### src/source/div_pkg.sv
// Divider and HI/LO definitions

package div_pkg;

    // operand width
    localparam int DATA_W = 32;

    // iteration counter, counts up to DIV_ITER
    localparam int CNT_W = 6;

    // one quotient bit per iteration
    localparam int DIV_ITER = 32;

    // operation presented by the upstream stage
    typedef enum logic [2:0] {
        OP_NONE = 3'd0,
        OP_DIV  = 3'd1,
        OP_DIVU = 3'd2,
        OP_MTHI = 3'd3,
        OP_MTLO = 3'd4
    } op_e;

    // serial divider states
    typedef enum logic [1:0] {
        DIV_FREE    = 2'b00,
        DIV_BY_ZERO = 2'b01,
        DIV_ON      = 2'b10,
        DIV_END     = 2'b11
    } div_state_e;

endpackage

### src/source/div_if.sv
// Divider request and result bundle
`timescale 1ns/1ps

interface div_if;

    logic                          signed_div;
    logic                          start;
    logic                          annul;
    logic [div_pkg::DATA_W-1:0]    opdata1;
    logic [div_pkg::DATA_W-1:0]    opdata2;
    // remainder in the upper half, quotient in the lower half
    logic [2*div_pkg::DATA_W-1:0]  result;
    logic                          ready;

    modport ctrl (
        output signed_div,
        output start,
        output annul,
        output opdata1,
        output opdata2,
        input  result,
        input  ready
    );

    modport div (
        input  signed_div,
        input  start,
        input  annul,
        input  opdata1,
        input  opdata2,
        output result,
        output ready
    );

endinterface

### src/source/div_unit.sv
// Serial restoring divider
`timescale 1ns/1ps

module div_unit (
    input  logic clk,
    input  logic rst_i,
    div_if.div   dif
);

    localparam int W = div_pkg::DATA_W;

    div_pkg::div_state_e      state;
    logic [div_pkg::CNT_W-1:0] cnt;
    // remainder in [2W:W+1], quotient bits shift in at [W-1:0]
    logic [2*W:0]             dividend;
    logic [W-1:0]             divisor;
    logic                     sign1;
    logic                     sign2;
    logic [W:0]               div_temp;
    logic [W-1:0]             mag1;
    logic [W-1:0]             mag2;
    logic                     neg1;
    logic                     neg2;

    // operand signs only count for signed division
    assign neg1 = dif.signed_div && dif.opdata1[W-1];
    assign neg2 = dif.signed_div && dif.opdata2[W-1];
    assign mag1 = neg1 ? -dif.opdata1 : dif.opdata1;
    assign mag2 = neg2 ? -dif.opdata2 : dif.opdata2;

    // trial subtraction, top bit set means divisor did not fit
    assign div_temp = {1'b0, dividend[2*W-1:W]} - {1'b0, divisor};

    always_ff @(posedge clk) begin
        if (rst_i) begin
            state      <= div_pkg::DIV_FREE;
            cnt        <= '0;
            sign1      <= 1'b0;
            sign2      <= 1'b0;
            dif.ready  <= 1'b0;
            dif.result <= '0;
        end else begin
            case (state)
                div_pkg::DIV_FREE: begin
                    if (dif.start && !dif.annul) begin
                        if (dif.opdata2 == '0) begin
                            state <= div_pkg::DIV_BY_ZERO;
                        end else begin
                            state    <= div_pkg::DIV_ON;
                            cnt      <= '0;
                            sign1    <= neg1;
                            sign2    <= neg2;
                            dividend <= {{W{1'b0}}, mag1, 1'b0};
                            divisor  <= mag2;
                        end
                    end else begin
                        dif.ready  <= 1'b0;
                        dif.result <= '0;
                    end
                end

                div_pkg::DIV_BY_ZERO: begin
                    // result of x/0 is zero in both halves
                    dividend <= '0;
                    if (dif.annul) begin
                        state <= div_pkg::DIV_FREE;
                    end else begin
                        state <= div_pkg::DIV_END;
                    end
                end

                div_pkg::DIV_ON: begin
                    if (dif.annul) begin
                        state <= div_pkg::DIV_FREE;
                        cnt   <= '0;
                    end else if (cnt != div_pkg::CNT_W'(div_pkg::DIV_ITER)) begin
                        if (div_temp[W]) begin
                            dividend <= {dividend[2*W-1:0], 1'b0};
                        end else begin
                            dividend <= {div_temp[W-1:0], dividend[W-1:0], 1'b1};
                        end
                        cnt <= cnt + 1'b1;
                    end else begin
                        // sign fix
                        if (sign1 ^ sign2) begin
                            dividend[W-1:0] <= -dividend[W-1:0];
                        end
                        // remainder follows the dividend
                        if (sign1) begin
                            dividend[2*W:W+1] <= -dividend[2*W:W+1];
                        end
                        state <= div_pkg::DIV_END;
                        cnt   <= '0;
                    end
                end

                div_pkg::DIV_END: begin
                    if (!dif.start) begin
                        state      <= div_pkg::DIV_FREE;
                        dif.ready  <= 1'b0;
                        dif.result <= '0;
                    end else begin
                        dif.result <= {dividend[2*W:W+1], dividend[W-1:0]};
                        dif.ready  <= 1'b1;
                    end
                end

                default: begin
                    state <= div_pkg::DIV_FREE;
                end
            endcase
        end
    end

    // result only offered while holding in the end state
    a_ready_in_end: assert property (
        @(posedge clk) disable iff (rst_i)
        dif.ready |-> state == div_pkg::DIV_END
    );

    a_cnt_range: assert property (
        @(posedge clk) disable iff (rst_i)
        cnt <= div_pkg::CNT_W'(div_pkg::DIV_ITER)
    );

endmodule

### src/source/hilo_ctrl.sv
// HI/LO control and divider sequencing
`timescale 1ns/1ps

module hilo_ctrl (
    input  logic                         clk,
    input  logic                         rst_i,
    input  logic                         op_valid_i,
    input  div_pkg::op_e                 op_code_i,
    input  logic [div_pkg::DATA_W-1:0]   rs_data_i,
    input  logic [div_pkg::DATA_W-1:0]   rt_data_i,
    input  logic                         flush_i,
    output logic                         stall_o,
    output logic [div_pkg::DATA_W-1:0]   hi_o,
    output logic [div_pkg::DATA_W-1:0]   lo_o,
    div_if.ctrl                          dif
);

    localparam int W = div_pkg::DATA_W;

    logic is_div;
    logic is_mthi;
    logic is_mtlo;
    logic release_q;
    logic div_ready;
    logic div_done;

    // decode
    assign is_div  = op_valid_i &&
                     (op_code_i == div_pkg::OP_DIV || op_code_i == div_pkg::OP_DIVU);
    assign is_mthi = op_valid_i && op_code_i == div_pkg::OP_MTHI && !flush_i;
    assign is_mtlo = op_valid_i && op_code_i == div_pkg::OP_MTLO && !flush_i;

    // ready seen during the release cycle belongs to the previous division
    assign div_ready = dif.ready && !release_q;
    assign div_done  = is_div && div_ready && !flush_i;

    assign stall_o = is_div && !div_ready && !flush_i;

    // divider request held until ready
    assign dif.start      = is_div && !release_q && !flush_i;
    assign dif.signed_div = op_code_i == div_pkg::OP_DIV;
    assign dif.opdata1    = rs_data_i;
    assign dif.opdata2    = rt_data_i;
    assign dif.annul      = flush_i;

    // drop start for one cycle after each completed division
    always_ff @(posedge clk) begin
        if (rst_i) begin
            release_q <= 1'b0;
        end else begin
            release_q <= div_done;
        end
    end

    always_ff @(posedge clk) begin
        if (rst_i) begin
            hi_o <= '0;
            lo_o <= '0;
        end else begin
            if (div_done) begin
                // remainder to HI and quotient to LO
                hi_o <= dif.result[2*W-1:W];
                lo_o <= dif.result[W-1:0];
            end else if (is_mthi) begin
                hi_o <= rs_data_i;
            end else if (is_mtlo) begin
                lo_o <= rs_data_i;
            end
        end
    end

    // upstream keeps the operation presented while stalled
    a_stall_needs_op: assert property (
        @(posedge clk) disable iff (rst_i)
        stall_o |=> op_valid_i
    );

endmodule

### src/source/div_top.sv
// Divide and HI/LO subsystem top
`timescale 1ns/1ps

module div_top (
    input  logic        clk,
    input  logic        rst_i,
    input  logic        op_valid_i,
    input  logic [2:0]  op_code_i,
    input  logic [31:0] rs_data_i,
    input  logic [31:0] rt_data_i,
    input  logic        flush_i,
    output logic        stall_o,
    output logic [31:0] hi_o,
    output logic [31:0] lo_o
);

    // controller to divider
    div_if dif ();

    hilo_ctrl i_hilo_ctrl (
        .clk        (clk),
        .rst_i      (rst_i),
        .op_valid_i (op_valid_i),
        .op_code_i  (div_pkg::op_e'(op_code_i)),
        .rs_data_i  (rs_data_i),
        .rt_data_i  (rt_data_i),
        .flush_i    (flush_i),
        .stall_o    (stall_o),
        .hi_o       (hi_o),
        .lo_o       (lo_o),
        .dif        (dif.ctrl)
    );

    div_unit i_div_unit (
        .clk   (clk),
        .rst_i (rst_i),
        .dif   (dif.div)
    );

endmodule

### config.mk
export PLATFORM = sky130hd
export DESIGN_NAME = div_top
export DESIGN_NICKNAME = d
export VERILOG_FILES = /design/src/source/div_pkg.sv /design/src/source/div_if.sv /design/src/source/div_unit.sv /design/src/source/hilo_ctrl.sv /design/src/source/div_top.sv
export SDC_FILE = /design/constraint.sdc
export NUM_CORES = 1
export LEC_CHECK = 0
export BUFFER_PORTS_ARGS = -buffer_cell sky130_fd_sc_hd__buf_2
export CORE_ASPECT_RATIO = 1.1
export CORE_MARGIN = 2
export CORE_UTILIZATION = 40
export CTS_CLUSTER_SIZE = 8
export DETAILED_ROUTE_END_ITERATION = 8
export PLACE_DENSITY = 0.55
export SLEW_MARGIN = 20
export SYNTH_ARGS = -nofsm -noshare
export SYNTH_HDL_FRONTEND = slang
export SYNTH_SLANG_ARGS = --single-unit
export TNS_END_PERCENT = 100
### constraint.sdc
create_clock -name clk -period 6.05 [get_ports clk]
set_input_delay 0 -clock clk [delete_from_list [all_inputs] [get_ports clk]]
set_output_delay 0 -clock clk [all_outputs]
set_load 0.005 [all_outputs]
# Word level (Yosys, flattened, before mapping)
# Index checks and enable logic that the tools add are counted.
[word_totals] wordCells=110 regBits=237 in_bits=71
[op_classes] add_sub_neg=6 mux=35 bitwise=3 n_eq_ne=18 reduce_logical=35
[op_table] op="two-way mux 32 bit" n=11
[op_table] op="two-way mux 65 bit" n=4
[op_table] op="case mux 65 bit (3 select lines)" n=1
[op_table] op="two-way mux 64 bit" n=2
[op_table] op="negation 32 bit" n=4
[op_table] op="case mux 64 bit (2 select lines)" n=1
[op_table] op="subtractor 32 x 32 -> 33 bit" n=1
[op_table] op="logical NOT 32 bit" n=1
[op_table] op="two-way mux 6 bit" n=4
[op_table] op="AND reduction 6 bit" n=3
[op_table] op="logical AND 1 bit" n=15
[op_table] op="two-way mux 2 bit" n=6
[op_table] op="case mux 6 bit (2 select lines)" n=1
[op_table] op="!= test 2 bit (second input constant)" n=5
[op_table] op="AND reduction 3 bit" n=3
[op_table] op="case mux 2 bit (4 select lines)" n=1
[op_table] op="nonzero test 2 bit" n=4
[op_table] op="adder 6 x 1 -> 6 bit (second input constant)" n=1
[op_table] op="equality test 3 x 2 -> 1 bit (second input constant)" n=2
[op_table] op="!= test 3 x 1 -> 1 bit (second input constant)" n=2
[op_table] op="!= test 6 bit (second input constant)" n=1
[op_table] op="equality test 2 bit (second input constant)" n=2
[op_table] op="!= test 2 x 1 -> 1 bit (second input constant)" n=2
[op_table] op="AND reduction 2 bit" n=2
[op_table] op="13 further kinds" n=18

# Logic depth before layout (Yosys ltp)
# Gate-level depths: netlist (run 1).
[depth] depth_word=8 mapped_depth=14 depth_no_buf=12

# Cells and area by module
# From an unflattened synthesis (run 1), not the netlist that was laid out.
[hier_totals] cells_unflattened=1730 area_unflattened_um2=14781.7
[by_module_without_submodules] module="div_unit" n_inst=1 cells_each=1321 area_each_um2=11380.9
[by_module_without_submodules] module="hilo_ctrl" n_inst=1 cells_each=409 area_each_um2=3400.8

# Worst setup path after synthesis (run 1)
# No wires, ideal clock.
[synth_timing] kind="reg2reg" from="register i_div_unit.cnt[0] (netlist bit)" to="register i_div_unit.dividend[0] (enable)" path_stages_with_launch=9 period_less_slack_ns=3.636 setup_ns=0.441 t_required_ns=5.609 path_slack_ns=2.414 n_path_buf=3 arrival_time_ns=3.195 cell_sequence="dfxtp_1 > inv_1 > ha_1 > nor2b_1 > and3_1 > clkbuf_1 > clkbuf_1 > clkbuf_1 > a31oi_1"
[synth_via] elab_chain_len=3
[synth_rtl] element="start, declared" line_no="div_unit.sv:13" text="logic [div_pkg::CNT_W-1:0] cnt;"
[synth_rtl] element="start signal, assigned" line_no="div_unit.sv:82" text="cnt <= cnt + 1'b1;"
[synth_rtl] element="start signal, assigned" line_no="div_unit.sv:123" text="cnt <= div_pkg::CNT_W'(div_pkg::DIV_ITER)"
[synth_rtl] element="!= test 6 bit" line_no="div_unit.sv:76" text="end else if (cnt != div_pkg::CNT_W'(div_pkg::DIV_ITER)) begin"
[synth_rtl] element="!= test 3 x 1 -> 1 bit (no line)"
[synth_rtl] element="AND reduction 6 bit (no line)"
[synth_rtl] element="end signal, assigned" line_no="div_unit.sv:78" text="dividend <= {dividend[2*W-1:0], 1'b0};"
[synth_rtl] element="end signal, assigned" line_no="div_unit.sv:80" text="dividend <= {div_temp[W-1:0], dividend[W-1:0], 1'b1};"
[synth_rtl] element="end signal, assigned by index" line_no="div_unit.sv:86" text="dividend[W-1:0] <= -dividend[W-1:0];"
[synth_rtl] element="end, declared" line_no="div_unit.sv:15" text="logic [2*W:0] dividend;"
# No other way between the ends.
# A chain may end at the register's enable or synchronous reset.

# Final worst setup path (run 1)
[layout_timing] from="register i_div_unit.dividend[37]" to="register i_div_unit.dividend[35] (data pin)"
[layout_via] elab_chain_len=5
[layout_rtl] element="start signal, assigned" line_no="div_unit.sv:53" text="dividend <= {{W{1'b0}}, mag1, 1'b0};"
[layout_rtl] element="start signal, assigned" line_no="div_unit.sv:78"
[layout_rtl] element="start signal, assigned" line_no="div_unit.sv:80"
[layout_rtl] element="subtractor 32 x 32 -> 33 bit" line_no="div_unit.sv:32" text="assign div_temp = {1'b0, dividend[2*W-1:W]} - {1'b0, divisor};"
[layout_rtl] element="two-way mux 65 bit" line_no="div_unit.sv:77" text="if (div_temp[W]) begin"
[layout_rtl] element="two-way mux 32 bit" line_no="div_unit.sv:76"
[layout_rtl] element="two-way mux 65 bit" line_no="div_unit.sv:73" text="if (dif.annul) begin"
[layout_rtl] element="case mux 65 bit (3 select lines)" line_no="div_unit.sv:43" text="case (state)"
# No other way between the ends. The select of a mux whose other input is x is not followed.

==> results.sh, run 1 <==
export IMPL_cts_tree="built"
export IMPL_powerDensity_nw_per_um2=325
export IMPL_io_pins=136
export IMPL_syn_area_um2=14100
export IMPL_synthArstFlopShare=0
export IMPL_hold_viol_final=0
export IMPL_cpMaxStageDelayCell="o221ai_4"
export IMPL_synthCells=1574
export IMPL_fin_hold_ws_ns=0.0141
export IMPL_die_area_um2=36700
export IMPL_min_delay_path_class="input pin to flip-flop"
export IMPL_wl_um=39200
export IMPL_numCtsBuffers=35
export IMPL_post_route_period_util=0.648
export IMPL_clockRootBuffer="clkbuf_16"
export IMPL_globalRoute_totalOverflow=0
export IMPL_layout_min_cycle_time_ns=3.92
export IMPL_die_h_um=201
export IMPL_ys_seq_area_frac=0.406
export IMPL_postPlaceCellArea_um2=15100
export IMPL_htreeDepth=2
export IMPL_synth_distinct_cells=84
export IMPL_clk_path_buf_depth=3
export IMPL_dp_slack_ns=2.13
export IMPL_cp_cell_sequence="ha_1, a21o_1, a211o_1, o21ai_1, o21ai_1, a22o_1, o221ai_4, buf_4, nor2_1, a211oi_1, a211oi_1"
export IMPL_grt_pass1_wl_um=62700
export IMPL_insertion_delay_ns=0.51
export IMPL_design_area_um2=16900
export IMPL_n_antenna_cell=0
export IMPL_routabilityCongestion=0.817
export IMPL_drt_first_pass_iters=5
export IMPL_ys_ff_latch=237
export IMPL_grt_max_degree=74
export IMPL_rsz0062_at_grt="no"
export IMPL_area_growth_syn_to_layout_pct=20.3
export IMPL_antenna_found_initial=0
export IMPL_cp_max_fo=34
export IMPL_setup_violations=0
export IMPL_synth_edf_count=97
export IMPL_synth_ff_type="dfxtp_1"
export IMPL_finalWorstSetupSlack_ns=2.13
export IMPL_grt_pass1_vias=11600
export IMPL_place_inst=2075
export IMPL_p_leak_nw=6.38
export IMPL_synth_top_area_cell="edfxtp_1"
export IMPL_die_width_um=183
export IMPL_tightest_slew_ns=0.822
export IMPL_cts_setup_buffers=0
export IMPL_drive_gt1_frac=0.132
export IMPL_maxSlewViolCount=0
export IMPL_finalNetCount=1863
export IMPL_netlist_top_cells_area="edfxtp_1 21%, dfxtp_1 20%, nor2_1 6.9%"
export IMPL_skew_ns=0.0196
export IMPL_cts_clk_slew_worst_paths_ns=0.05
export IMPL_slew_headroom=0.452
export IMPL_start_util=0.403
export IMPL_cp_data_required_time_ns=6.28
export IMPL_via_count=12200
export IMPL_core_area_um2=35000
export IMPL_dp_hpwl_um=27000
export IMPL_drtIter0Drc=878
export IMPL_vdd_drop_max_mv=0.263
export IMPL_yosysTopAreaCellShare=0.207
export IMPL_fmax_mhz=255
export IMPL_drcViolationCount=0
export IMPL_cts_resized=0
export IMPL_maxCapViolCount=0
export IMPL_fin_cells=2215
export IMPL_syn_nets=1689
export IMPL_ant_nets=0
export IMPL_slowest_delay_ns=0.65
export IMPL_clkSinkCount=237
export IMPL_gr_usage_all_layers=0.209
export IMPL_synth_avg_cell_area_um2=8.95
export IMPL_path_class="flip-flop to flip-flop"
export IMPL_tns_ns=0
export IMPL_cp_top_family="compound AO/OA/AOI/OAI gates"
export IMPL_critPathCaptureType="flip-flop"
export IMPL_rows=72
export IMPL_startpoint_type="flip-flop"
export IMPL_viasPerCell=5.50
export IMPL_outcome="completed"
export IMPL_critPathArrivalTime_ns=4.15
export IMPL_critical_path_buf_inv_count=1
export IMPL_port_buffers=135
export IMPL_yosysWarnings=0
export IMPL_wl_per_cell_um=17.7
## cells by family (layout without fill, tap and decap cells)
family	count (synthesis)	after routing	synth area share
and+or+nand+nor	485	485	0.166
AOI/OAI and AO/OA	461	461	0.223
DFF	237	237	0.406
buffers and inverters	163	360	0.0449
xor gates and xnor gates	115	115	0.0715
muxes	69	69	0.0490
adders and majority gates	44	44	0.0396
## per-layer routing
layer	track usage	vias to the layer above	routed length (um)
li1	-	6146	-
met5	0	-	0
met1	0.285	5704	18300
met2	0.350	288	18200
met4	0.0557	0	793
met3	0.0265	47	1820
## final cells by class
type	instances	area, um2
fill	3341	18000
multi-input combinational	1174	7800
sequential	237	5720
timing repair buffer	235	1630
clock buffer	58	972
tap	444	556
inverter	65	244
clock inverter	2	32.5
## worst min-delay path, delay by kind of cell
kind | cells | cell delay (ns)
AOI/OAI and AO/OA | 1 | 0.12
buffers and inverters | 2 | 0.20
## path summary, 6_finish.rpt
path,start,end,slack [ns],cells past startpoint
worst max-delay path,i_div_unit.dividend[37]$_DFFE_PP_,i_div_unit.dividend[35]$_DFFE_PP_,2.13,11
worst min-delay path,rt_data_i[1],i_div_unit.divisor[1]$_DFFE_PP_,0.01,3
worst max register to register,i_div_unit.dividend[37]$_DFFE_PP_,i_div_unit.dividend[35]$_DFFE_PP_,2.13,11
worst min register to register,i_div_unit.dif.result[41]$_SDFFE_PP0P_,i_hilo_ctrl.hi_o[9]$_SDFFE_PP0P_,0.49,2
## sequential cells by signal, summed over array words and instances (netlist names)
register and count:
i_hilo_ctrl.lo_o 32, i_div_unit.divisor 32, i_div_unit.dif.result 64, i_hilo_ctrl.hi_o 32
i_div_unit.sign1 1, i_div_unit.dif.ready 1, i_div_unit.state 2, i_div_unit.cnt 6
i_div_unit.sign2 1, i_hilo_ctrl.release_q 1, i_div_unit.dividend 65
## timing repair
| action | CTS | global route |
|---|---|---|
| hold buffers | 80 | 0 |
| setup endpoints to repair | 0 | 0 |
| endpoints found under the hold margin | 124 | 0 |
## Yosys cell counts (27+ instances only)
cell type / count
clkbuf_1: 73
dfxtp_1: 140
mux2i_1: 69
xor2_1: 55
nor3_1: 27
o22ai_1: 36
nor2_1: 258
a21oi_1: 82
edfxtp_1: 97
inv_1: 65
o21ai_0: 54
a211oi_1: 94
ha_1: 43
nand2_1: 70
xnor2_1: 60
a22oi_1: 66
## stage by stage
stage                      util  power [mW]
after global placement    0.433        3.67
after CTS                 0.485        5.55
after detailed placement  0.433        3.68
after floorplan               -        3.20
after global routing      0.485        5.82
final                     0.485        5.51
## cells in the final DEF (no fill, tap or decap), drive strengths merged, types with 6 or more instances in the layout
cell	count
nand2b	15
or4	11
nor4	13
o21bai	8
buf	155
dlygate4sd3	80
ha	43
inv	65
and2	6
xnor2	60
clkbuf	58
xor2	55
nand3b	6
o22ai	36
a22oi	66
a21o	12
dfxtp	140
o211ai	13
nor3	32
o31ai	17
mux2i	69
o21ai	64
nand3	16
nand2	72
o21a	9
a211oi	94
nand4	9
nor2	259
o2111ai	8
edfxtp	97
a31oi	14
a21oi	82
or3	18
## where the power goes
group,switching [mW],internal [mW],total [mW]
registers,0.231,1.90,2.13
logic,0.991,0.585,1.58
clock network,0.716,1.09,1.81
total,1.94,3.57,5.51
Note: power is estimated with default switching activity, not from simulation.
==> inputs of run 2 (changes only) <==
Clock period 6.05 ns to 3.7 ns, I/O delays scaled along.
==> results.sh, run 2 (synthesis results as in run 1) <==
export IMPL_fmax_mhz=299
export IMPL_via_count=12400
export IMPL_clkSinkCount=237
export IMPL_viasPerCell=5.56
export IMPL_n_antenna_cell=0
export IMPL_core_area_um2=35000
export IMPL_seqPwrFrac=0.377
export IMPL_clkPwrFrac=0.329
export IMPL_rsz0062_at_grt="no"
export IMPL_finalNetCount=1876
export IMPL_globalRoute_totalOverflow=0
export IMPL_crit_end="i_div_unit.dividend[50]$_DFFE_PP_"
export IMPL_cp_data_required_time_ns=3.94
export IMPL_die_h_um=201
export IMPL_grt_pass1_wl_um=62800
export IMPL_hold_viol_final=0
export IMPL_path_class="flip-flop to flip-flop"
export IMPL_tns_ns=0
export IMPL_port_buffers=135
export IMPL_reg_top3="i_div_unit.dividend x65, i_div_unit.dif.result x64"
export IMPL_wl_um=39500
export IMPL_cts_clk_slew_worst_paths_ns=0.05
export IMPL_antenna_found_initial=0
export IMPL_fin_cells=2227
export IMPL_regMostFlops="i_div_unit.dividend"
export IMPL_switchingPower_mw=3.17
export IMPL_grt_pass1_vias=11700
export IMPL_hold_start="op_code_i[2]"
export IMPL_dp_hpwl_um=27700
export IMPL_pwr_share_comb=0.295
export IMPL_min_delay_path_class="input pin to flip-flop"
export IMPL_start_util=0.403
export IMPL_r2r_cells=11
export IMPL_maxSlewViolCount=0
export IMPL_p_leak_nw=6.47
export IMPL_critPathCaptureType="flip-flop"
export IMPL_startpoint="i_div_unit.dividend[49]$_DFFE_PP_"
export IMPL_insertion_delay_ns=0.52
export IMPL_clockRootBuffer="clkbuf_16"
export IMPL_vdd_drop_max_mv=0.264
export IMPL_fillCellCount=3335
export IMPL_drt_first_pass_iters=5
export IMPL_drtIter0Drc=900
export IMPL_cts_tree="built"
export IMPL_final_common_cell="nor2_1"
export IMPL_place_inst=2090
export IMPL_critPathArrivalTime_ns=3.58
export IMPL_numCtsBuffers=35
export IMPL_clk_path_buf_depth=3
export IMPL_drcViolationCount=0
export IMPL_drive_gt1_frac=0.139
export IMPL_outcome="completed"
export IMPL_cp_max_fo=48
export IMPL_swShare=0.347
export IMPL_cts_resized=0
export IMPL_reg2reg_slack_ns=0.36
export IMPL_final_cell_mix="256 x nor2_1, 140 x dfxtp_1, 134 x buf_2"
export IMPL_regToRegStartpoint="i_div_unit.dividend[49]$_DFFE_PP_"
export IMPL_setup_violations=0
export IMPL_slew_headroom=0.441
export IMPL_gr_usage_all_layers=0.210
export IMPL_ant_nets=0
export IMPL_timing_rr_end="i_div_unit.dividend[50]$_DFFE_PP_"
export IMPL_die_area_um2=36700
export IMPL_p_total_mw=9.14
export IMPL_area_growth_syn_to_layout_pct=21.3
export IMPL_fin_util=0.489
export IMPL_layout_min_cycle_time_ns=3.34
export IMPL_skew_ns=0.0146
export IMPL_post_route_period_util=0.903
export IMPL_internal_power_mw=5.97
export IMPL_powerDensity_nw_per_um2=535
export IMPL_wl_per_cell_um=17.7
export IMPL_tightest_slew_ns=0.835
export IMPL_maxCapViolCount=0
export IMPL_htreeDepth=2
export IMPL_largest_reg_flops=65
export IMPL_io_pins=136
export IMPL_die_width_um=183
export IMPL_rows=72
export IMPL_grt_max_degree=130
export IMPL_routabilityCongestion=0.864
export IMPL_holdPathStages=4
export IMPL_startpoint_type="flip-flop"
-- run 2: changes by cell type in the layout (fill, tap and decap cells not counted) --
cell / change
buf_12: +3
clkbuf_16: +2
dlygate4sd3_1: -2
clkinv_8: -2
buf_4: +12
clkbuf_1: -1
-- run 2: worst min-delay path by stage --
| stage | end | slack [ns] |
|---|---|---|
| 6_report | i_div_unit.divisor[31]$_DFFE_PP_ | 0.10 |
| 5_1_grt | i_div_unit.divisor[31]$_DFFE_PP_ | 0.12 |
| 4_1_cts | i_div_unit.divisor[31]$_DFFE_PP_ | 0.05 |
| 3_5_place_dp | i_div_unit.divisor[0]$_DFFE_PP_ | 0.26 |
| 3_3_place_gp | i_div_unit.divisor[0]$_DFFE_PP_ | 0.26 |
| 2_1_floorplan | i_div_unit.divisor[0]$_DFFE_PP_ | 0.1 |
-- run 2: cell type report --
cell class / instances / area [um2] / share of cell area
clock buffers: 59 / 1020 / 0.0596
flip-flops and latches: 237 / 5720 / 0.334
inverters: 65 / 244 / 0.0143
multi-input cells: 1174 / 7800 / 0.456
well taps: 444 / 556 / 0.0325
repair buffers: 248 / 1760 / 0.103
-- run 2: power by group through the flow --
stage / registers (mW) / clock network [mW] / logic [mW]
6_report: 3.44 / 3.00 / 2.70
5_1_grt: 3.48 / 3.19 / 2.97
4_1_cts: 3.44 / 3.08 / 2.69
3_5_place_dp: 3.49 / 0 / 2.61
3_3_place_gp: 3.48 / 0 / 2.61
2_1_floorplan: 3.39 / 0 / 1.85
-- run 2: what timing repair did --
item	CTS	global route
hold endpoints to repair	148	0
buffers inserted	0	0
hold buffers	78	0
setup endpoints to repair	0	0
-- run 2: critical path, cell delays in order, from the launching register on --
cell and delay (ns):
edfxtp_1 0.48, ha_1 0.40, and2_1 0.23, a221o_1 0.32, a21oi_1 0.14, nand2_1 0.08, a22o_1 0.29, o221ai_4 0.44
buf_12 0.29, nor2_1 0.08, a211oi_1 0.23, a211oi_1 0.07
-- run 2: per-stage QoR --
stage                     cell area [um2]  worst slack (ns)  hold WS [ns]
after floorplan                     14100            0.0644        0.0989
after global placement              15300             0.437         0.263
after detailed placement            15300             0.360         0.262
after CTS                           17100             0.331        0.0548
after global routing                17100             0.118         0.121
final                               17100             0.358         0.103
-- run 2: routing by layer --
layer,GRT usage,routed length (um),vias to the layer above
li1,-,-,6176
met1,0.294,18800,5839
met2,0.336,17900,314
met3,0.0310,1790,55
met4,0.0643,1000,0
met5,0,0,-
